<file path="src/hw/mul_config.svh">
////////////////////////////////////////
// multiply unit configuration
// widths, pipeline depth and queue size
////////////////////////////////////////
`ifndef MUL_CONFIG_SVH
`define MUL_CONFIG_SVH

// operand and result width
`define MUL_DATA_WIDTH 64

// physical register tag width
`define MUL_TAG_WIDTH 7

// each multiplier stage adds a DATA_WIDTH/STAGES bit chunk
`define MUL_STAGES 4

// completion queue slots and initial credit count
`define MUL_QUEUE_DEPTH 4

`endif

</file>
<file path="src/hw/mul_pkg.sv">
////////////////////////////////////////
// multiply unit shared types
// data and tag words, instruction word views
////////////////////////////////////////
`include "mul_config.svh"

package mul_pkg;

  typedef logic [`MUL_DATA_WIDTH-1:0] mul_data_t;
  typedef logic [`MUL_TAG_WIDTH-1:0]  mul_tag_t;

  // register form of the operate format (rb supplies operand b)
  typedef struct packed {
    logic [5:0] opcode;
    logic [4:0] ra;
    logic [4:0] rb;
    logic [2:0] sbz;       // should be zero
    logic       lit_flag;  // bit 12
    logic [6:0] func;
    logic [4:0] rc;
  } mul_rform_t;

  // literal form of the operate format (bits 20..13 hold the literal)
  typedef struct packed {
    logic [5:0] opcode;
    logic [4:0] ra;
    logic [7:0] literal;
    logic       lit_flag;
    logic [6:0] func;
    logic [4:0] rc;
  } mul_lform_t;

  typedef union packed {
    mul_rform_t r;
    mul_lform_t l;
  } mul_inst_u;

endpackage

</file>
<file path="src/hw/mul_complete_queue.sv">
////////////////////////////////////////
// completion queue
// circular FIFO of finished results,
// one credit pulse back to issue per pop
////////////////////////////////////////
`include "mul_config.svh"

module mul_complete_queue (
  input  logic                clock,
  input  logic                reset,
  input  logic                pipe_valid,
  input  mul_pkg::mul_data_t  pipe_result,
  input  mul_pkg::mul_tag_t   pipe_tag,
  input  logic                queue_pop,
  output logic                queue_valid,
  output mul_pkg::mul_data_t  queue_result,
  output mul_pkg::mul_tag_t   queue_tag,
  output logic                credit_return
);

  localparam int PTR_W = $clog2(`MUL_QUEUE_DEPTH);
  localparam int CNT_W = $clog2(`MUL_QUEUE_DEPTH + 1);
  localparam logic [PTR_W-1:0] LAST = PTR_W'(`MUL_QUEUE_DEPTH - 1);

  mul_pkg::mul_data_t result_mem [`MUL_QUEUE_DEPTH];
  mul_pkg::mul_tag_t  tag_mem    [`MUL_QUEUE_DEPTH];

  logic [PTR_W-1:0] wr_ptr;
  logic [PTR_W-1:0] rd_ptr;
  logic [CNT_W-1:0] count;

  // head is read straight out of the array
  assign queue_valid  = (count != '0);
  assign queue_result = result_mem[rd_ptr];
  assign queue_tag    = tag_mem[rd_ptr];

  ////////////////////////////////////////
  // storage written on every valid result
  ////////////////////////////////////////
  always_ff @(posedge clock)
  begin
    if (pipe_valid)
    begin
      result_mem[wr_ptr] <= pipe_result;
      tag_mem[wr_ptr]    <= pipe_tag;
    end
  end

  always_ff @(posedge clock)
  begin
    if (reset)
    begin
      wr_ptr        <= '0;
      rd_ptr        <= '0;
      count         <= '0;
      credit_return <= 1'b0;
    end
    else
    begin
      if (pipe_valid)
        wr_ptr <= (wr_ptr == LAST) ? '0 : wr_ptr + PTR_W'(1);
      if (queue_pop)
        rd_ptr <= (rd_ptr == LAST) ? '0 : rd_ptr + PTR_W'(1);

      case ({pipe_valid, queue_pop})
        2'b10:   count <= count + CNT_W'(1);
        2'b01:   count <= count - CNT_W'(1);
        default: count <= count;  // push and pop cancel
      endcase

      credit_return <= queue_pop;  // slot handed back next cycle
    end
  end

endmodule

</file>
<file path="config.mk">
export PLATFORM = sky130hd
export DESIGN_NAME = mul_complete_queue
export DESIGN_NICKNAME = d
export VERILOG_FILES = /design/src/hw/mul_pkg.sv /design/src/hw/mul_complete_queue.sv
export VERILOG_INCLUDE_DIRS = /design/src /design/src/hw
export SDC_FILE = /design/constraint.sdc
export NUM_CORES = 1
export LEC_CHECK = 0
export BUFFER_PORTS_ARGS = -buffer_cell sky130_fd_sc_hd__buf_2
export CORE_MARGIN = 8
export CORE_UTILIZATION = 50
export CTS_CLUSTER_SIZE = 12
export DETAILED_ROUTE_END_ITERATION = 6
export PLACE_DENSITY = 0.75
export SYNTH_ARGS = -nofsm -noshare
export SYNTH_HDL_FRONTEND = slang
export SYNTH_SLANG_ARGS = --single-unit
</file>
<file path="constraint.sdc">
create_clock -name clock -period 5.8 [get_ports clock]
set_input_delay 0.58 -clock clock [delete_from_list [all_inputs] [get_ports clock]]
set_output_delay 0.58 -clock clock [all_outputs]
set_load 0.005 [all_outputs]
</file>
Yosys cells after proc, flatten, opt, wreduce, memory -nomap -nowiden
Memory sizes are Yosys's and may differ from the RTL's. A register that Yosys moved wholly into a read port is not among the register bits.
Index checks and enable logic that the tools add are counted.
Widths: inputs -> output; s select.
{"block": "classes", "reduce_logical": 2, "magnitude_cmp": 0, "n_eq_ne": 4, "multipliers": 0, "div": 0, "n_bitwise": 0, "shift": 0, "n_addsub": 4, "muxes": 9}
{"operator": "$mux 2", "n": 6}
{"operator": "$eq 2x2->1 const B", "n": 3}
{"operator": "$pmux 3 s2", "n": 1}
{"operator": "$add 2x1->2 const B", "n": 2}
{"operator": "$add 3x1->3 const B", "n": 1}
{"operator": "$reduce_bool 3->1", "n": 1}
{"operator": "$sub 3x1->3 const B", "n": 1}
{"operator": "$eq 2x1->1 const B", "n": 1}
{"operator": "$mux 1", "n": 2}
{"operator": "$reduce_bool 2->1", "n": 1}
{"block": "word_totals", "ramBits": 284, "input_bits": 75, "mem_count": 2, "rom_bits": 0, "latch_bits": 0, "wordCells": 25, "regBits": 8}
{"name": "result_mem", "depth": 4, "width": 64, "read_ports": 1, "rd_ports_with_merged_regs": 1, "wr": 1, "line_no": "mul_complete_queue.sv:25", "rtl": "mul_pkg::mul_data_t result_mem [`MUL_QUEUE_DEPTH];"}
{"name": "tag_mem", "depth": 4, "width": 7, "read_ports": 1, "rd_ports_with_merged_regs": 1, "wr": 1, "line_no": "mul_complete_queue.sv:26", "rtl": "mul_pkg::mul_tag_t tag_mem [`MUL_QUEUE_DEPTH];"}

Longest topological paths before layout
{"block": "depth", "depth_word": 4, "mapped_depth": 7, "mapped_depth_nobuf": 7}

Worst setup path before layout
Ideal clock, no wire load.
{"block": "synth_timing", "path_kind": "input to register", "from": "input port pipe_valid", "to": "memory result_mem[0][0] (netlist bit), enable pin", "arrival_ns": 2.243, "t_required_ns": 5.363, "n_path_buf": 0, "slack_ns": 3.121, "stages": 1, "path_cell_list": "and2_1"}
{"block": "synth_between", "elab_chain_cells": 2}
{"element": "start: declaration", "line_no": "mul_complete_queue.sv:11", "rtl": "input logic pipe_valid,"}
{"element": "$mux 1", "line_no": "mul_complete_queue.sv:42", "rtl": "if (pipe_valid)"}
{"element": "$mux 1 (not written as such)", "line_no": "mul_complete_queue.sv:44", "rtl": "result_mem[wr_ptr] <= pipe_result;"}
{"element": "end: declaration", "line_no": "mul_complete_queue.sv:25"}
Every way passes these cells.

==> impl_metrics.py <==
metrics = {
    "synth": {
        "syn_nets": 503,
        "ys_ff_latch": 294,
        "synthesis.area_sq_um": 10800,
        "synth.distinct_cells": 20,
        "postSynthAreaPerCell_sq_um": 25.6,
        "synth_warnings": 0,
        "netlist_instances": 421,
        "synth_seq_area_share_pct": 80.9,
    },
    "worst_setup_path": {
        "path_delay_family": "flip-flops",
        "slowest_delay_ps": 930,
        "cp_max_fo": 43,
        "path_buf_inv": 2,
        "crit_slowest_cell": "dfxtp_4",
        "path_class": "flip-flop to output port",
        "cp-end-kind": "output port",
        "path_cells": "buf_4 -> mux4_1 -> buf_2",
        "arrival_ps": 2860,
        "startpoint_type": "flip-flop",
        "critPathRequiredTime_ps": 5220,
    },
    "layout": {
        "final_cell_mix": "edfxtp_1 (284), buf_2 (147), mux4_2 (70)",
        "fin_area_sq_um": 12500,
        "layout_commonest_cell": "edfxtp_1",
        "drive_gt1_share_pct": 43.2,
        "area_delta_synth_final_pct": 16.0,
        "nets": 665,
        "final_core_util_pct": 59.4,
    },
    "power_and_ir_drop": {
        "netSwitchingFraction_pct": 20.3,
        "intPower_w": 0.00353,
        "switchingPower_w": 0.000897,
        "p_seq_share_pct": 55.8,
        "p_leak_nw": 4.21,
        "vdd_ir_drop_max_v": 0.000289,
        "power_density_nw_per_um2": 354,
        "p_clk_share_pct": 37.1,
        "p_comb_share_pct": 7.1,
    },
    "drt": {
        "drc_errors": 0,
        "routed-via-count": 4764,
        "viasPerCell": 5.46,
        "first_pass_iters": 4,
        "drt_wl_total_mm": 19.6,
        "drt_iter0_drc": 279,
        "routedWlPerCell_um": 22.4,
        "ant_nets": 0,
    },
    "clock_network": {
        "cts_resized": 0,
        "cts_hold_buf": 0,
        "cts-buffers-inserted": 29,
        "htreeDepth": 1,
        "clkLatencyLatePin_ps": 530,
        "cts-root-buf": "clkbuf_16",
        "postCtsSetupBuffers": 0,
        "clock_path_buffers": 3,
        "cts.clk_slew.worst_paths_ps": 60,
        "cts_sinks": 294,
        "cts_tree": "yes",
    },
    "global_route": {
        "grt_pass1_vias": 5408,
        "grt-ovfl-total": 0,
        "grt_pass1_wl_mm": 30.1,
        "grt_max_degree": 72,
        "grt_antenna_before_repair": 3,
        "grt_util_all_layers_pct": 14.7,
    },
    "timing": {
        "hold_viol": 0,
        "finalSetupViolCount": 0,
        "fin_tns_setup_ps": 0,
        "slew_violations": 0,
        "fin_crit_ps": 3440,
        "fin_crit_sh_pct": 59.4,
        "fin_skew_ps": 24.2,
        "timing.fmax_mhz": 290,
        "slew_headroom_pct": 24.7,
        "rsz0062_at_grt": "false",
        "timing_worst_slew_pin_value_ps": 1130,
    },
    "run": {
        "max_cap_viol_count": 0,
    },
    "die": {
        "die_h_um": 163,
        "die-area_sq_um": 26500,
        "die_w_um": 163,
        "rows": 53,
        "ios": 148,
        "core_sq_um": 21100,
        "start_util_pct": 51.2,
    },
    "placement": {
        "port_buffers": 147,
        "placed_area_sq_um": 11700,
        "gp_congestion": 0.669,
        "dp_hpwl_mm": 11.4,
    },
    "worst_hold_path": {
        "min_path_type": "input port to flip-flop",
    },
    "status": {
        "outcome": "completed",
    },
}
## through the flow
step | instances | power (W) | worst slack [ps] | hold WS (ps)
2_1_floorplan | 421 | 0.00269 | 3120 | 453
3_3_place_gp | 827 | 0.00282 | 2800 | 466
3_5_place_dp | 827 | 0.00284 | 2790 | 480
4_1_cts | 872 | 0.00448 | 2210 | 242
5_1_grt | 873 | 0.00458 | 2060 | 239
6_report | 873 | 0.00443 | 2360 | 259
## final timing paths
path | from | to | slack, ps | cells after the start
worst max-delay path | flip-flop | queue_result[62] | 2360 | 3
worst min-delay path | pipe_result[49] | result_mem[1][49] | 260 | 1
worst max register to register | wr_ptr[0] | result_mem[3][53] | 3840 | 2
worst min register to register | count[2] | count[2] | 490 | 2
## cell type report
class                   count  area [sq um]
diodes                      1          2.50
fillers                  1504          8560
clock inverters             3          13.8
well taps                 275           344
inverters                   7          26.3
clock buffers              42           805
flip-flops and latches    294          8740
multi-input cells         103          1850
repair buffers            148           743
## metal layers
metal	up-vias	GRT usage [%]	share of wire, %
met3	35	3.77	6.7
li1	2109	-	-
met2	143	25.7	52
met1	2473	17.7	39
met5	-	0	0.082
met4	4	4.59	2.4
## state kept, by name (all words and copies together), names as in the netlist, named ones only
name and flops:
result_mem 256, tag_mem 28, count 3, rd_ptr 2, wr_ptr 2, credit_return 1
## synthesized netlist by cell type (all sizes together)
cell type	number	share of area (%)
a21oi	4	0.19
clkbuf	1	0.035
fa	1	0.19
or3	2	0.12
edfxtp	284	79
dfxtp	10	1.9
mux4	71	15
ha	6	0.70
nor2	8	0.28
xor2	2	0.16
nor3b	2	0.14
and2	4	0.23
mux2i	2	0.19
buf	16	1.8
inv	7	0.24
o21ai	1	0.046
## power groups by stage
stage | clock network [W] | registers (W) | logic (W)
after floorplan | 0 | 0.00248 | 0.000206
after global placement | 0 | 0.00251 | 0.000312
after detailed placement | 0 | 0.00252 | 0.000323
after CTS | 0.00168 | 0.00247 | 0.000325
after global routing | 0.00175 | 0.00248 | 0.000345
final | 0.00164 | 0.00247 | 0.000315
## cells by family after synthesis
| group | Yosys count | share of synthesized area [%] |
|---|---|---|
| adder cells (fa/ha/maj) | 7 | 0.881 |
| AO/OA/AOI/OAI | 5 | 0.232 |
| multiplexers | 73 | 15.0 |
| flip-flops | 294 | 80.9 |
| XOR/XNOR | 2 | 0.162 |
| AND/OR/NAND/NOR | 16 | 0.765 |
| buffers and inverters | 24 | 2.04 |
(Power assumes the default switching activity.)
