[config.mk]
export PLATFORM = sky130hd
export DESIGN_NAME = mul_cdb_driver
export DESIGN_NICKNAME = d
export VERILOG_FILES = /design/src/hw/mul_pkg.sv /design/src/hw/mul_cdb_driver.sv
export VERILOG_INCLUDE_DIRS = /design/src /design/src/hw
export SDC_FILE = /design/constraint.sdc
export NUM_CORES = 1
export LEC_CHECK = 0
export BUFFER_PORTS_ARGS = -buffer_cell sky130_fd_sc_hd__buf_2
export CORE_ASPECT_RATIO = 0.6
export CORE_UTILIZATION = 40
export DETAILED_ROUTE_END_ITERATION = 16
export PLACE_DENSITY = 0.86
export SYNTH_ARGS = -nofsm -noshare
export SYNTH_HDL_FRONTEND = slang
export SYNTH_SLANG_ARGS = --single-unit
[constraint.sdc]
create_clock -name clock -period 3.58 [get_ports clock]
set_input_delay 0.895 -clock clock [delete_from_list [all_inputs] [get_ports clock]]
set_output_delay 0.895 -clock clock [all_outputs]
set_load 0.05 [all_outputs]
[src/hw/mul_config.svh]
////////////////////////////////////////
// multiply unit configuration
// widths, pipeline depth and queue size
////////////////////////////////////////
`ifndef MUL_CONFIG_SVH
`define MUL_CONFIG_SVH

// operand and result width
`define MUL_DATA_WIDTH 64

// physical register tag width
`define MUL_TAG_WIDTH 7

// each multiplier stage adds a DATA_WIDTH/STAGES bit chunk
`define MUL_STAGES 4

// completion queue slots and initial credit count
`define MUL_QUEUE_DEPTH 4

`endif

[src/hw/mul_pkg.sv]
////////////////////////////////////////
// multiply unit shared types
// data and tag words, instruction word views
////////////////////////////////////////
`include "mul_config.svh"

package mul_pkg;

  typedef logic [`MUL_DATA_WIDTH-1:0] mul_data_t;
  typedef logic [`MUL_TAG_WIDTH-1:0]  mul_tag_t;

  // register form of the operate format (rb supplies operand b)
  typedef struct packed {
    logic [5:0] opcode;
    logic [4:0] ra;
    logic [4:0] rb;
    logic [2:0] sbz;       // should be zero
    logic       lit_flag;  // bit 12
    logic [6:0] func;
    logic [4:0] rc;
  } mul_rform_t;

  // literal form of the operate format (bits 20..13 hold the literal)
  typedef struct packed {
    logic [5:0] opcode;
    logic [4:0] ra;
    logic [7:0] literal;
    logic       lit_flag;
    logic [6:0] func;
    logic [4:0] rc;
  } mul_lform_t;

  typedef union packed {
    mul_rform_t r;
    mul_lform_t l;
  } mul_inst_u;

endpackage

[src/hw/mul_cdb_driver.sv]
////////////////////////////////////////
// CDB driver
// holds one result on the bus until granted
////////////////////////////////////////

module mul_cdb_driver (
  input  logic                clock,
  input  logic                reset,
  input  logic                queue_valid,
  input  mul_pkg::mul_data_t  queue_result,
  input  mul_pkg::mul_tag_t   queue_tag,
  input  logic                cdb_grant,
  output logic                queue_pop,
  output logic                cdb_valid,
  output mul_pkg::mul_data_t  cdb_result,
  output mul_pkg::mul_tag_t   cdb_tag
);

  logic slot_free;

  // register empties this cycle if it is idle or its broadcast is granted
  assign slot_free = ~cdb_valid | cdb_grant;
  assign queue_pop = queue_valid & slot_free;

  ////////////////////////////////////////
  // broadcast register
  ////////////////////////////////////////
  always_ff @(posedge clock)
  begin
    if (reset)
      cdb_valid <= 1'b0;
    else if (queue_pop)
      cdb_valid <= 1'b1;        // next entry follows back to back under grant
    else if (cdb_grant)
      cdb_valid <= 1'b0;        // granted and nothing waiting
  end

  // payload only moves on a pop, so it holds while the grant is low
  always_ff @(posedge clock)
  begin
    if (queue_pop)
    begin
      cdb_result <= queue_result;
      cdb_tag    <= queue_tag;
    end
  end

endmodule

; After elaboration in Yosys (flattened, before gate mapping)
; Index checks and enable logic that the tools add are counted.
[op_classes]
muxes = 2
n_bitwise = 3
reduce_logical = 1
[ops]
columns = operator, count
row1 = $mux W1, 2
row2 = $reduce_bool A2 Y1, 1
row3 = $and A1 B1 Y1, 1
row4 = $not A1 Y1, 1
row5 = $or A1 B1 Y1, 1
[totals]
regBits = 72
in_bits = 75

; Depth between registers and ports, before layout
[depth]
ltp_word = 4
ltp_mapped = 2
ltp_nobuf = 2

; Worst setup path after synthesis
; OpenSTA, ideal clock, no wires.
[synth_timing]
kind = input -> output
startpoint = input cdb_grant
endpoint = output queue_pop
arrival_ns = 1.700
required_ns = 2.685
path_slack_ns = 0.985
stages = 2
cell_sequence = nand2b_4 and2_4
[synth_between]
elab_chain_cells = 2
[synth_lines]
columns = element, line_no
row1 = start: declaration, mul_cdb_driver.sv:12  ; input logic cdb_grant,
row2 = $or A1 B1 Y1, mul_cdb_driver.sv:22  ; assign slot_free = ~cdb_valid | cdb_grant;
row3 = $and A1 B1 Y1, mul_cdb_driver.sv:23  ; assign queue_pop = queue_valid & slot_free;
row4 = end: declaration, mul_cdb_driver.sv:13  ; output logic queue_pop,
; Every way passes these cells.

; Worst setup path in the final report
; Same ends and word-level chain as after synthesis.

==> metrics.txt <==
# TYPE chip_impl_metric gauge
chip_impl_metric{name="wl_per_cell",unit="um"} 13.3
chip_impl_info{name="worstPathCellList",value="buf_2, nand2b_4, and2_4, buf_2"} 1
chip_impl_metric{name="final.fill_count",unit=""} 381
chip_impl_metric{name="p_leak",unit="nW"} 1.40
chip_impl_metric{name="die_width",unit="um"} 97.5
chip_impl_metric{name="slew_violations",unit=""} 0
chip_impl_metric{name="port_buffers",unit=""} 147
chip_impl_metric{name="wirelength",unit="mm"} 4.07
chip_impl_metric{name="dr_total_vias",unit=""} 1354
chip_impl_metric{name="cts.sinks",unit=""} 72
chip_impl_metric{name="postCtsSetupRepairBufs",unit=""} 0
chip_impl_metric{name="layout_cells_sized_above_1",unit="%"} 68.6
chip_impl_info{name="classification_of_the_worst_setup_path",value="in -> out"} 1
chip_impl_metric{name="dp_hpwl",unit="mm"} 3.02
chip_impl_metric{name="maxClockFrequency",unit="MHz"} 422
chip_impl_metric{name="htree_levels",unit=""} 3
chip_impl_metric{name="syn_nets",unit=""} 151
chip_impl_metric{name="pwr_density_cell",unit="nW/um^2"} 601
chip_impl_metric{name="critPathBufInv",unit=""} 2
chip_impl_metric{name="synthToLayoutAreaGrowth",unit="%"} 47.3
chip_impl_info{name="synth.area.top_cells",value="sky130_fd_sc_hd__edfxtp_1, sky130_fd_sc_hd__dfxtp_1, sky130_fd_sc_hd__nand2b_4, sky130_fd_sc_hd__a21oi_2, sky130_fd_sc_hd__and2_4"} 1
chip_impl_metric{name="timing.max_slew.rel_slack",unit="%"} 43.4
chip_impl_info{name="timing.critical_path.slowest_stage_cell",value="sky130_fd_sc_hd__buf_2"} 1
chip_impl_info{name="cp_common_cell",value="sky130_fd_sc_hd__buf_2"} 1
chip_impl_metric{name="later_pin_clock_latency_in_the_skew_report",unit="ns"} 0.32
chip_impl_metric{name="netlist_area",unit="um^2"} 2190
chip_impl_metric{name="first_global_vias",unit=""} 1222
chip_impl_metric{name="ys_types",unit=""} 6
chip_impl_info{name="type_of_destination_of_the_critical_path",value="primary output"} 1
chip_impl_metric{name="number_of_synthesis_warnings",unit=""} 0
chip_impl_metric{name="max-vdd-ir-drop",unit="mV"} 0.314
chip_impl_info{name="timing.hold.worst.class",value="reg -> reg"} 1
chip_impl_metric{name="grt_antenna_before_repair",unit=""} 0
chip_impl_metric{name="fp.coreArea",unit="um^2"} 5150
chip_impl_metric{name="netlist.area_leader.share",unit="%"} 97.5
chip_impl_metric{name="nets",unit=""} 310
chip_impl_metric{name="cts_buf_count",unit=""} 9
chip_impl_metric{name="crit_required",unit="ns"} 2.68
chip_impl_metric{name="post-route-cell-area",unit="um^2"} 3220
chip_impl_metric{name="syn_avg_cell_area",unit="um^2"} 28.8
chip_impl_metric{name="fin_crit",unit="ns"} 2.37
chip_impl_metric{name="drt-pass1-iter-count",unit=""} 4
chip_impl_metric{name="floorplan.initialDensity",unit="%"} 42.4
chip_impl_metric{name="crit_path_max_fanout",unit=""} 2
chip_impl_metric{name="fp.dieH",unit="um"} 59.3
chip_impl_info{name="clockRootBuffer",value="sky130_fd_sc_hd__clkbuf_8"} 1
chip_impl_metric{name="hold_viol",unit=""} 0
chip_impl_metric{name="antenna_cells_inserted",unit=""} 0
chip_impl_info{name="worst_setup_path_start_kind",value="input pin"} 1
chip_impl_metric{name="design.die.area",unit="um^2"} 5780
chip_impl_metric{name="ys_seq_area_share",unit="%"} 98.4
chip_impl_metric{name="final_setup_vio_count",unit=""} 0
chip_impl_metric{name="boundaryPins",unit=""} 148
chip_impl_metric{name="worst-slew-pin-transition",unit="ns"} 0.850
chip_impl_metric{name="ys_seq_elements",unit=""} 72
chip_impl_info{name="outcome",value="completed"} 1
chip_impl_info{name="rsz0062_at_grt",value="no"} 1
chip_impl_metric{name="clk_path_buf_depth",unit=""} 2
chip_impl_metric{name="cts.clk_slew.worst_paths",unit="ns"} 0.06
chip_impl_metric{name="cap_viol_max_count",unit=""} 0
chip_impl_metric{name="placement_stage_cell_area",unit="um^2"} 3010
chip_impl_metric{name="floorplan.rows",unit=""} 20
chip_impl_metric{name="drt-vias-per-instance",unit=""} 4.44
chip_impl_metric{name="grt_first_pass_wirelength",unit="mm"} 5.69
chip_impl_metric{name="worst_path_largest_cell_delay",unit="ns"} 0.20
chip_impl_metric{name="drc_errors",unit=""} 0
chip_impl_metric{name="worst_clock_skew",unit="ns"} 0.00695
chip_impl_metric{name="global_route.overflow_total",unit=""} 0
chip_impl_metric{name="grtUsageTotal",unit="%"} 14.0
chip_impl_metric{name="final_period_utilization",unit="%"} 66.3
chip_impl_metric{name="cts_resizes",unit=""} 0
chip_impl_metric{name="finalSetupTns",unit="ns"} 0
chip_impl_metric{name="antenna_left",unit=""} 0
chip_impl_metric{name="place.gp.congestion",unit=""} 0.680
chip_impl_metric{name="cts.hold.buffers_added",unit=""} 0
chip_impl_metric{name="synth_cells",unit=""} 76
chip_impl_metric{name="crit_arrival",unit="ns"} 1.48
chip_impl_metric{name="pin_count_of_the_biggest_net_entering_global_routing",unit=""} 72
chip_impl_info{name="synthDominantAreaCellType",value="sky130_fd_sc_hd__edfxtp_1"} 1
chip_impl_metric{name="drt_iter0_drc",unit=""} 43
chip_impl_info{name="critical-path-top-delay-family",value="buffers and inverters"} 1
chip_impl_info{name="tritoncts",value="yes"} 1
## synthesized netlist by cell type (all sizes together)
| cell type | count |
|---|---|
| and2 | 1 |
| a21oi | 1 |
| edfxtp | 71 |
| inv | 1 |
| dfxtp | 1 |
| nand2b | 1 |
## flip-flops by register name, summed over array words and instances (netlist names)
| name | cells |
|---|---|
| cdb_valid | 1 |
| cdb_result | 64 |
| cdb_tag | 7 |
## area by class of cell
class / instances / area (um^2) / share of cell area (%)
multi-input combinational: 3 / 31.3 / 0.971
timing repair buffer: 148 / 743 / 23.1
tap: 66 / 82.6 / 2.56
inverter: 1 / 3.75 / 0.117
clock buffer: 9 / 124 / 3.85
clock inverter: 6 / 83.8 / 2.60
sequential: 72 / 2150 / 66.8
## logic make-up after synthesis
logic type / after synthesis / synth area share (%)
AO/OA/AOI/OAI: 1 / 0.401
buffers and inverters: 1 / 0.171
flip-flops: 72 / 98.4
AND/OR/NAND/NOR: 2 / 1.03
## metal layers
layer	wire (um)	part of all wire, %	global-route usage [%]	vias up
met5	0	0	0	-
met4	23	0.56	5.04	0
met3	531	13	9.43	3
met2	1920	47	21.8	93
met1	1600	39	15.5	637
li1	-	-	-	621
## cells in the final DEF (no fill, tap or decap), drive strengths merged
| master | n |
|---|---|
| bufinv | 2 |
| nand2b | 1 |
| buf | 148 |
| a21oi | 1 |
| clkinv | 2 |
| edfxtp | 71 |
| and2 | 1 |
| dfxtp | 1 |
| inv | 2 |
| clkinvlp | 1 |
| clkbuf | 9 |
## path summary, 6_finish.rpt
kind         startpoint              to  slack (ns)  cells after the start
max           cdb_grant       queue_pop        1.21                      4
min           cdb_valid       cdb_valid        0.50                      2
max reg2reg   cdb_valid  cdb_result[34]        1.96                      3
min reg2reg   cdb_valid       cdb_valid        0.50                      2
## where the power goes
group          leakage (nW)  internal [mW]  switching [mW]  total, mW
Sequential            0.695          0.985          0.0115      0.997
Clock                 0.101          0.386           0.275      0.661
Combinational         0.603         0.0619           0.216      0.278
## worst register-to-register path: cells and delay by family (launching register included)
family / cells / cell delay (ns)
buf+inv: 1 / 0.65
flops: 1 / 0.34
simple gates: 2 / 0.22
## through the flow
stage	setup slack, ns	hold slack (ns)	power, mW	utilization, %	instances
final	1.21	0.504	1.94	62.5	305
after global routing	1.20	0.524	2.01	62.5	305
after floorplan	0.985	0.715	1.21	-	76
after global placement	1.21	0.478	1.29	58.4	290
after CTS	1.21	0.509	1.96	62.5	305
after detailed placement	1.20	0.497	1.30	58.4	290
(Power assumes the default switching activity.)
