## config.mk

```make
export PLATFORM = sky130hd
export DESIGN_NAME = mul_issue
export DESIGN_NICKNAME = d
export VERILOG_FILES = /design/src/hw/mul_pkg.sv /design/src/hw/mul_issue.sv
export VERILOG_INCLUDE_DIRS = /design/src /design/src/hw
export SDC_FILE = /design/constraint.sdc
export NUM_CORES = 1
export LEC_CHECK = 0
export BUFFER_PORTS_ARGS = -buffer_cell sky130_fd_sc_hd__buf_4
export CORE_MARGIN = 4
export CORE_UTILIZATION = 30
export CTS_CLUSTER_DIAMETER = 120
export DETAILED_ROUTE_END_ITERATION = 8
export PLACE_DENSITY = 0.62
export SYNTH_ARGS = -nofsm -noshare
export SYNTH_HDL_FRONTEND = slang
export SYNTH_SLANG_ARGS = --single-unit
```

## constraint.sdc

```tcl
create_clock -name clock -period 5.2 [get_ports clock]
set_input_delay 1.3 -clock clock [delete_from_list [all_inputs] [get_ports clock]]
set_output_delay 1.3 -clock clock [all_outputs]
set_load 0.1 [all_outputs]
```

## src/hw/mul_config.svh

```systemverilog
////////////////////////////////////////
// multiply unit configuration
// widths, pipeline depth and queue size
////////////////////////////////////////
`ifndef MUL_CONFIG_SVH
`define MUL_CONFIG_SVH

// operand and result width
`define MUL_DATA_WIDTH 64

// physical register tag width
`define MUL_TAG_WIDTH 7

// each multiplier stage adds a DATA_WIDTH/STAGES bit chunk
`define MUL_STAGES 4

// completion queue slots and initial credit count
`define MUL_QUEUE_DEPTH 4

`endif

```

## src/hw/mul_pkg.sv

```systemverilog
////////////////////////////////////////
// multiply unit shared types
// data and tag words, instruction word views
////////////////////////////////////////
`include "mul_config.svh"

package mul_pkg;

  typedef logic [`MUL_DATA_WIDTH-1:0] mul_data_t;
  typedef logic [`MUL_TAG_WIDTH-1:0]  mul_tag_t;

  // register form of the operate format (rb supplies operand b)
  typedef struct packed {
    logic [5:0] opcode;
    logic [4:0] ra;
    logic [4:0] rb;
    logic [2:0] sbz;       // should be zero
    logic       lit_flag;  // bit 12
    logic [6:0] func;
    logic [4:0] rc;
  } mul_rform_t;

  // literal form of the operate format (bits 20..13 hold the literal)
  typedef struct packed {
    logic [5:0] opcode;
    logic [4:0] ra;
    logic [7:0] literal;
    logic       lit_flag;
    logic [6:0] func;
    logic [4:0] rc;
  } mul_lform_t;

  typedef union packed {
    mul_rform_t r;
    mul_lform_t l;
  } mul_inst_u;

endpackage

```

## src/hw/mul_issue.sv

```systemverilog
////////////////////////////////////////
// multiply issue stage
// accepts one op per cycle against queue credits,
// picks operand b and registers the op
////////////////////////////////////////
`include "mul_config.svh"

module mul_issue (
  input  logic                clock,
  input  logic                reset,
  input  logic                rs_valid,
  input  mul_pkg::mul_inst_u  rs_inst,
  input  mul_pkg::mul_data_t  rs_opa,
  input  mul_pkg::mul_data_t  rs_opb,
  input  mul_pkg::mul_tag_t   rs_tag,
  input  logic                credit_return,
  output logic                mul_avail,
  output logic                issue_valid,
  output mul_pkg::mul_data_t  issue_opa,
  output mul_pkg::mul_data_t  issue_opb,
  output mul_pkg::mul_tag_t   issue_tag
);

  localparam int CREDIT_W = $clog2(`MUL_QUEUE_DEPTH + 1);
  localparam int LIT_W    = 8;

  logic [CREDIT_W-1:0] credit_count;
  logic                accept;
  mul_pkg::mul_data_t  opb_sel;

  assign mul_avail = (credit_count != '0);
  assign accept    = rs_valid & mul_avail;

  // literal form replaces rb with the zero-extended 8-bit literal
  always_comb
  begin
    if (rs_inst.r.lit_flag)
      opb_sel = {{(`MUL_DATA_WIDTH-LIT_W){1'b0}}, rs_inst.l.literal};
    else
      opb_sel = rs_opb;
  end

  ////////////////////////////////////////
  // credit counter
  ////////////////////////////////////////
  always_ff @(posedge clock)
  begin
    if (reset)
      credit_count <= CREDIT_W'(`MUL_QUEUE_DEPTH);
    else
    begin
      case ({accept, credit_return})
        2'b10:   credit_count <= credit_count - CREDIT_W'(1);  // slot taken
        2'b01:   credit_count <= credit_count + CREDIT_W'(1);  // slot freed
        default: credit_count <= credit_count;                 // none or both
      endcase
    end
  end

  ////////////////////////////////////////
  // issue register
  ////////////////////////////////////////
  always_ff @(posedge clock)
  begin
    if (reset)
      issue_valid <= 1'b0;
    else
      issue_valid <= accept;
  end

  always_ff @(posedge clock)
  begin
    if (accept)
    begin
      issue_opa <= rs_opa;
      issue_opb <= opb_sel;
      issue_tag <= rs_tag;
    end
  end

endmodule

```

## Yosys cells after proc, flatten, opt, wreduce, memory -nomap -nowiden

Cells that the tools add are included.

| storage, ports and cells | value |
|---|---|
| output and inout bits | 137 |
| bits in latches | 0 |
| input port bits | 171 |
| memories | 0 |
| memory bits (writable) | 0 |
| word-level logic and storage cells | 15 |
| bits in registers | 139 |
| bits in read-only memories | 0 |

| cells by class | value |
|---|---|
| shifts and indexed selects | 0 |
| order comparisons | 0 |
| reductions and logical operators | 2 |
| add/subtract/negate cells | 2 |
| eq/ne operators | 2 |
| divide/modulo/power cells | 0 |
| bitwise logic cells | 1 |
| $mul | 0 |
| mux-type cells | 2 |

Operator list:

| cell | number |
|---|---|
| $mux 8 | 1 |
| $pmux 3 s2 | 1 |
| $add 3x1->3 const B | 1 |
| $reduce_bool 3->1 | 1 |
| $sub 3x1->3 const B | 1 |
| $eq 2x1->1 const B | 1 |
| $eq 2x2->1 const B | 1 |
| $reduce_bool 2->1 | 1 |
| $and 1x1->1 | 1 |

## Depth between registers and ports, before layout

| logic depth | value |
|---|---|
| depth in word-level cells | 4 |
| depth in mapped cells | 8 |

## Least setup slack after synthesis

Ideal clock, no wire load.

| timing path | value |
|---|---|
| path type | input-to-reg |
| from | input port rs_valid |
| to | register issue_opa[0], enable pin |
| buffers on the path | 0 |
| arrival | 4024 ps |
| library setup time | 488 ps |
| path slack | 688 ps |
| stages | 2 |
| required time | 4712 ps |
| path through | nand2_1 inv_1 |

| between the ends | value |
|---|---|
| word-level cells in the longest chain between the ends | 1 |

Ends and longest elaborated chain:

| element | line | RTL |
|---|---|---|
| start, declared | mul_issue.sv:11 | `input logic rs_valid,` |
| $and 1x1->1 | mul_issue.sv:32 | `assign accept = rs_valid & mul_avail;` |
| named net accept | mul_issue.sv:28 | `logic accept;` |
| end signal, assigned | mul_issue.sv:75 | `issue_opa <= rs_opa;` |
| end, declared | mul_issue.sv:19 | `output mul_pkg::mul_data_t issue_opa,` |

The timed path passes the listed nets, and every way through them passes these cells.
A chain may end at the register's enable or synchronous reset.

## Worst setup path after layout

| timing path | value |
|---|---|
| from | register credit_count[0] |
| to | output port mul_avail |

| between the ends | value |
|---|---|
| word-level cells in the longest chain between the ends | 1 |

Ends and longest elaborated chain:

| element | line | RTL |
|---|---|---|
| start, declared | mul_issue.sv:27 | `logic [CREDIT_W-1:0] credit_count;` |
| start signal, assigned | mul_issue.sv:49 | `` credit_count <= CREDIT_W'(`MUL_QUEUE_DEPTH); `` |
| start signal, assigned | mul_issue.sv:53 | `2'b10: credit_count <= credit_count - CREDIT_W'(1);` |
| start signal, assigned | mul_issue.sv:54 | `2'b01: credit_count <= credit_count + CREDIT_W'(1);` |
| $reduce_bool 3->1 | mul_issue.sv:31 | `assign mul_avail = (credit_count != '0);` |
| end, declared | mul_issue.sv:17 | `output logic mul_avail,` |

No other way between the ends.

==> results.cfg <==
[grt]
track_usage = 0.1336
antenna_found_initial = 0
grt_max_degree = 90
grt_pass1_vias = 3294
grt-ovfl-total = 0
grt_pass1_wl_um = 17970

[detailed_routing]
drt_wl_total_um = 12210
dr.pass1.iters = 4
wl_per_cell_um = 16.37
vias = 3082
drt_iter0_markers = 76
post-route-drc-count = 0
vias_per_cell = 4.131
antenna_left = 0

[timing]
holdWs_ns = 0.5839
setup_tns_ns = 0
setup_viol = 0
slew_headroom = 0.4663
skew_ns = 0.005723
finalHoldViolCount = 0
worstMarginPinSlew_ns = 0.8006
finalCritPeriodShare = 0.5153
fmax_mhz = 373.2
slew_violations = 0
grt_setup_unrepaired = false
finalCriticalPeriod_ns = 2.680

[clock_network]
ctsHoldBuffers = 0
cts_sinks = 139
cts_made_buffers = 17
clk_pin_slew_worst_paths_ns = 0.06
clock_latency_ns = 0.41
cts_setup_buffers = 0
cts_tree = done
clock_tree.buffer_depth = 2
cts_max_level = 4
cts_resized = 0
cts_root_buf = clkbuf_16

[status]
status = finished clean

[power]
p_per_area_nw_per_um2 = 561.8
power.share.combinational = 0.352
p_sw_frac = 0.4001
p_leak_nw = 3.292
peakVddDrop_uv = 212.8
seqPwrFrac = 0.341
p_int_mw = 2.617
clock_power_share = 0.307
power.net_switching_mw = 1.745

[critical_path]
cp.required_ns = 3.90
reg2reg_from = credit_count[0]
path_max_fanout = 3
reg2reg_to = credit_count[2]
ff2ff_setup_slack_ns = 2.88
cp_slowest_cell = or3_1
crit_type = reg -> out
max_stage_delay_ns = 0.38
start_kind = register
cp.arrival_ns = 1.38
end_kind = primary output
cp_cell_sequence = or3_1 -> buf_4
crit_family = simple AND/OR/NAND/NOR gates
reg2reg_depth = 8
cp_num_buf_inv = 1

[synth]
synth_commonest_cells = 135 x edfxtp_1, 46 x nor2b_1, 10 x and2b_1
ys_seq_area_frac = 0.8736
yosysUniqueCellTypes = 19
synth_simple_gate_area_frac = 0.08408
synth_edf_count = 135
syn_area_per_cell_um2 = 21.03
synth.most_common_cell = edfxtp_1
syn-num-nets = 398
synthArstFlopShare = 0
synth_area_um2 = 4732
ys.flop_type = edfxtp_1
yosys.area.top_type_share = 0.8567
yosysTopAreaCell = edfxtp_1
synthCells = 225
synth_area_leaders = edfxtp_1 86%, nor2b_1 6.1%, mux2_2 1.9%
synth_seq_cells = 139
synth_top_family_by_area = simple AND/OR/NAND/NOR gates
ys_warn_count = 0
synth_fa_ha_area_frac = 0.006875
synth-compound-area-share = 0.001058
synth_mux_area_frac = 0.02115
synthXorXnorAreaFrac = 0.003702

[floorplanning]
io_pins = 308
die_h_um = 133.6
rows = 45
fp.dieW_um = 133.6
core_um2 = 15310
die_area_um2 = 17850
start_util = 0.3090

[placed_design]
port_buffers = 284
place_hpwl_um = 9218
place.gp.congestion = 0.7493

[cells_and_area]
drive_gt1_frac = 0.6037
nNetsFinal = 696
n_fill_cell = 1349
diodes = 0
syn_to_final_growth_pct = 64.09

[worst_hold_path]
hold_start = credit_count[0]
min_path_type = reg -> reg
holdPathEnd = credit_count[0]
hold_depth = 2

[job]
maxCapViolCount = 0
==> worst max-delay path by stage <==
| stage | depth (start not counted) | slack (ns) | from | endpoint |
|---|---|---|---|---|
| after floorplan | 2 | 0.69 | rs_valid | issue_opa[0] |
| after global placement | 8 | 2.24 | rs_valid | credit_count[2] |
| after detailed placement | 8 | 2.20 | rs_valid | credit_count[2] |
| after CTS | 2 | 2.49 | credit_count[0] | mul_avail |
| after global routing | 2 | 2.44 | credit_count[0] | mul_avail |
| final | 2 | 2.52 | credit_count[0] | mul_avail |
==> flip-flops by register name, indices dropped and copies added, names as in the netlist <==
register / count
issue_opa: 64
issue_opb: 64
issue_tag: 7
credit_count: 3
issue_valid: 1
==> metal layers <==
layer | wire length [um] | GRT usage | share of wire
met4 | 193 | 0.05314 | 0.016
met2 | 6250 | 0.2288 | 0.51
met3 | 1380 | 0.07137 | 0.11
met1 | 4387 | 0.1376 | 0.36
met5 | 0 | 0 | 0
==> cell type report <==
cell class / count / area, um2 / area share
tap: 211 / 264.0 / 0.03400
clock buffer: 19 / 432.9 / 0.05575
multi-input combinational: 77 / 553.0 / 0.07122
inverter: 2 / 12.51 / 0.001611
timing repair buffer: 286 / 2147 / 0.2765
sequential: 139 / 4134 / 0.5324
clock inverter: 12 / 221.5 / 0.02852
==> worst reg2reg max path, cell delays in order, from the launching register on <==
cell,delay (ns)
dfxtp_1,0.34
or3_1,0.38
nand2_1,0.19
ha_1,0.23
inv_1,0.06
fa_1,0.37
xor2_1,0.16
o21ai_1,0.12
or3b_1,0.35
==> cells in the final DEF (no fill, tap or decap), drive strengths merged, types with 3 or more instances in the layout <==
| cell | n |
|---|---|
| clkinv | 4 |
| nor2 | 3 |
| mux2 | 8 |
| edfxtp | 135 |
| buf | 286 |
| nor2b | 46 |
| clkbuf | 19 |
| and2b | 10 |
| dfxtp | 4 |
| bufinv | 6 |
==> stage by stage <==
step | cells | setup slack (ns) | cell area [um2] | utilization | power (mW)
after global routing | 746 | 2.438 | 7765 | 0.5070 | 4.509
after detailed placement | 715 | 2.202 | 7111 | 0.4643 | 3.059
final | 746 | 2.520 | 7765 | 0.5070 | 4.362
after floorplan | 225 | 0.6882 | 4732 | - | 2.718
after CTS | 746 | 2.489 | 7765 | 0.5070 | 4.411
after global placement | 715 | 2.238 | 7111 | 0.4643 | 3.041
==> power by group through the flow <==
stage | registers [mW] | logic (mW) | clock network (mW)
after floorplan | 2.59 | 0.133 | 0
after global placement | 1.51 | 1.54 | 0
after detailed placement | 1.51 | 1.55 | 0
after CTS | 1.49 | 1.55 | 1.37
after global routing | 1.50 | 1.58 | 1.43
final | 1.49 | 1.53 | 1.34
==> logic make-up after synthesis <==
group	count (synthesis)
compound gates	1
xor+xnor	2
fa+ha+maj	2
buf+inv	9
flops	139
mux	9
simple gates	63
No activity file was read; power rests on OpenSTA's default activity.
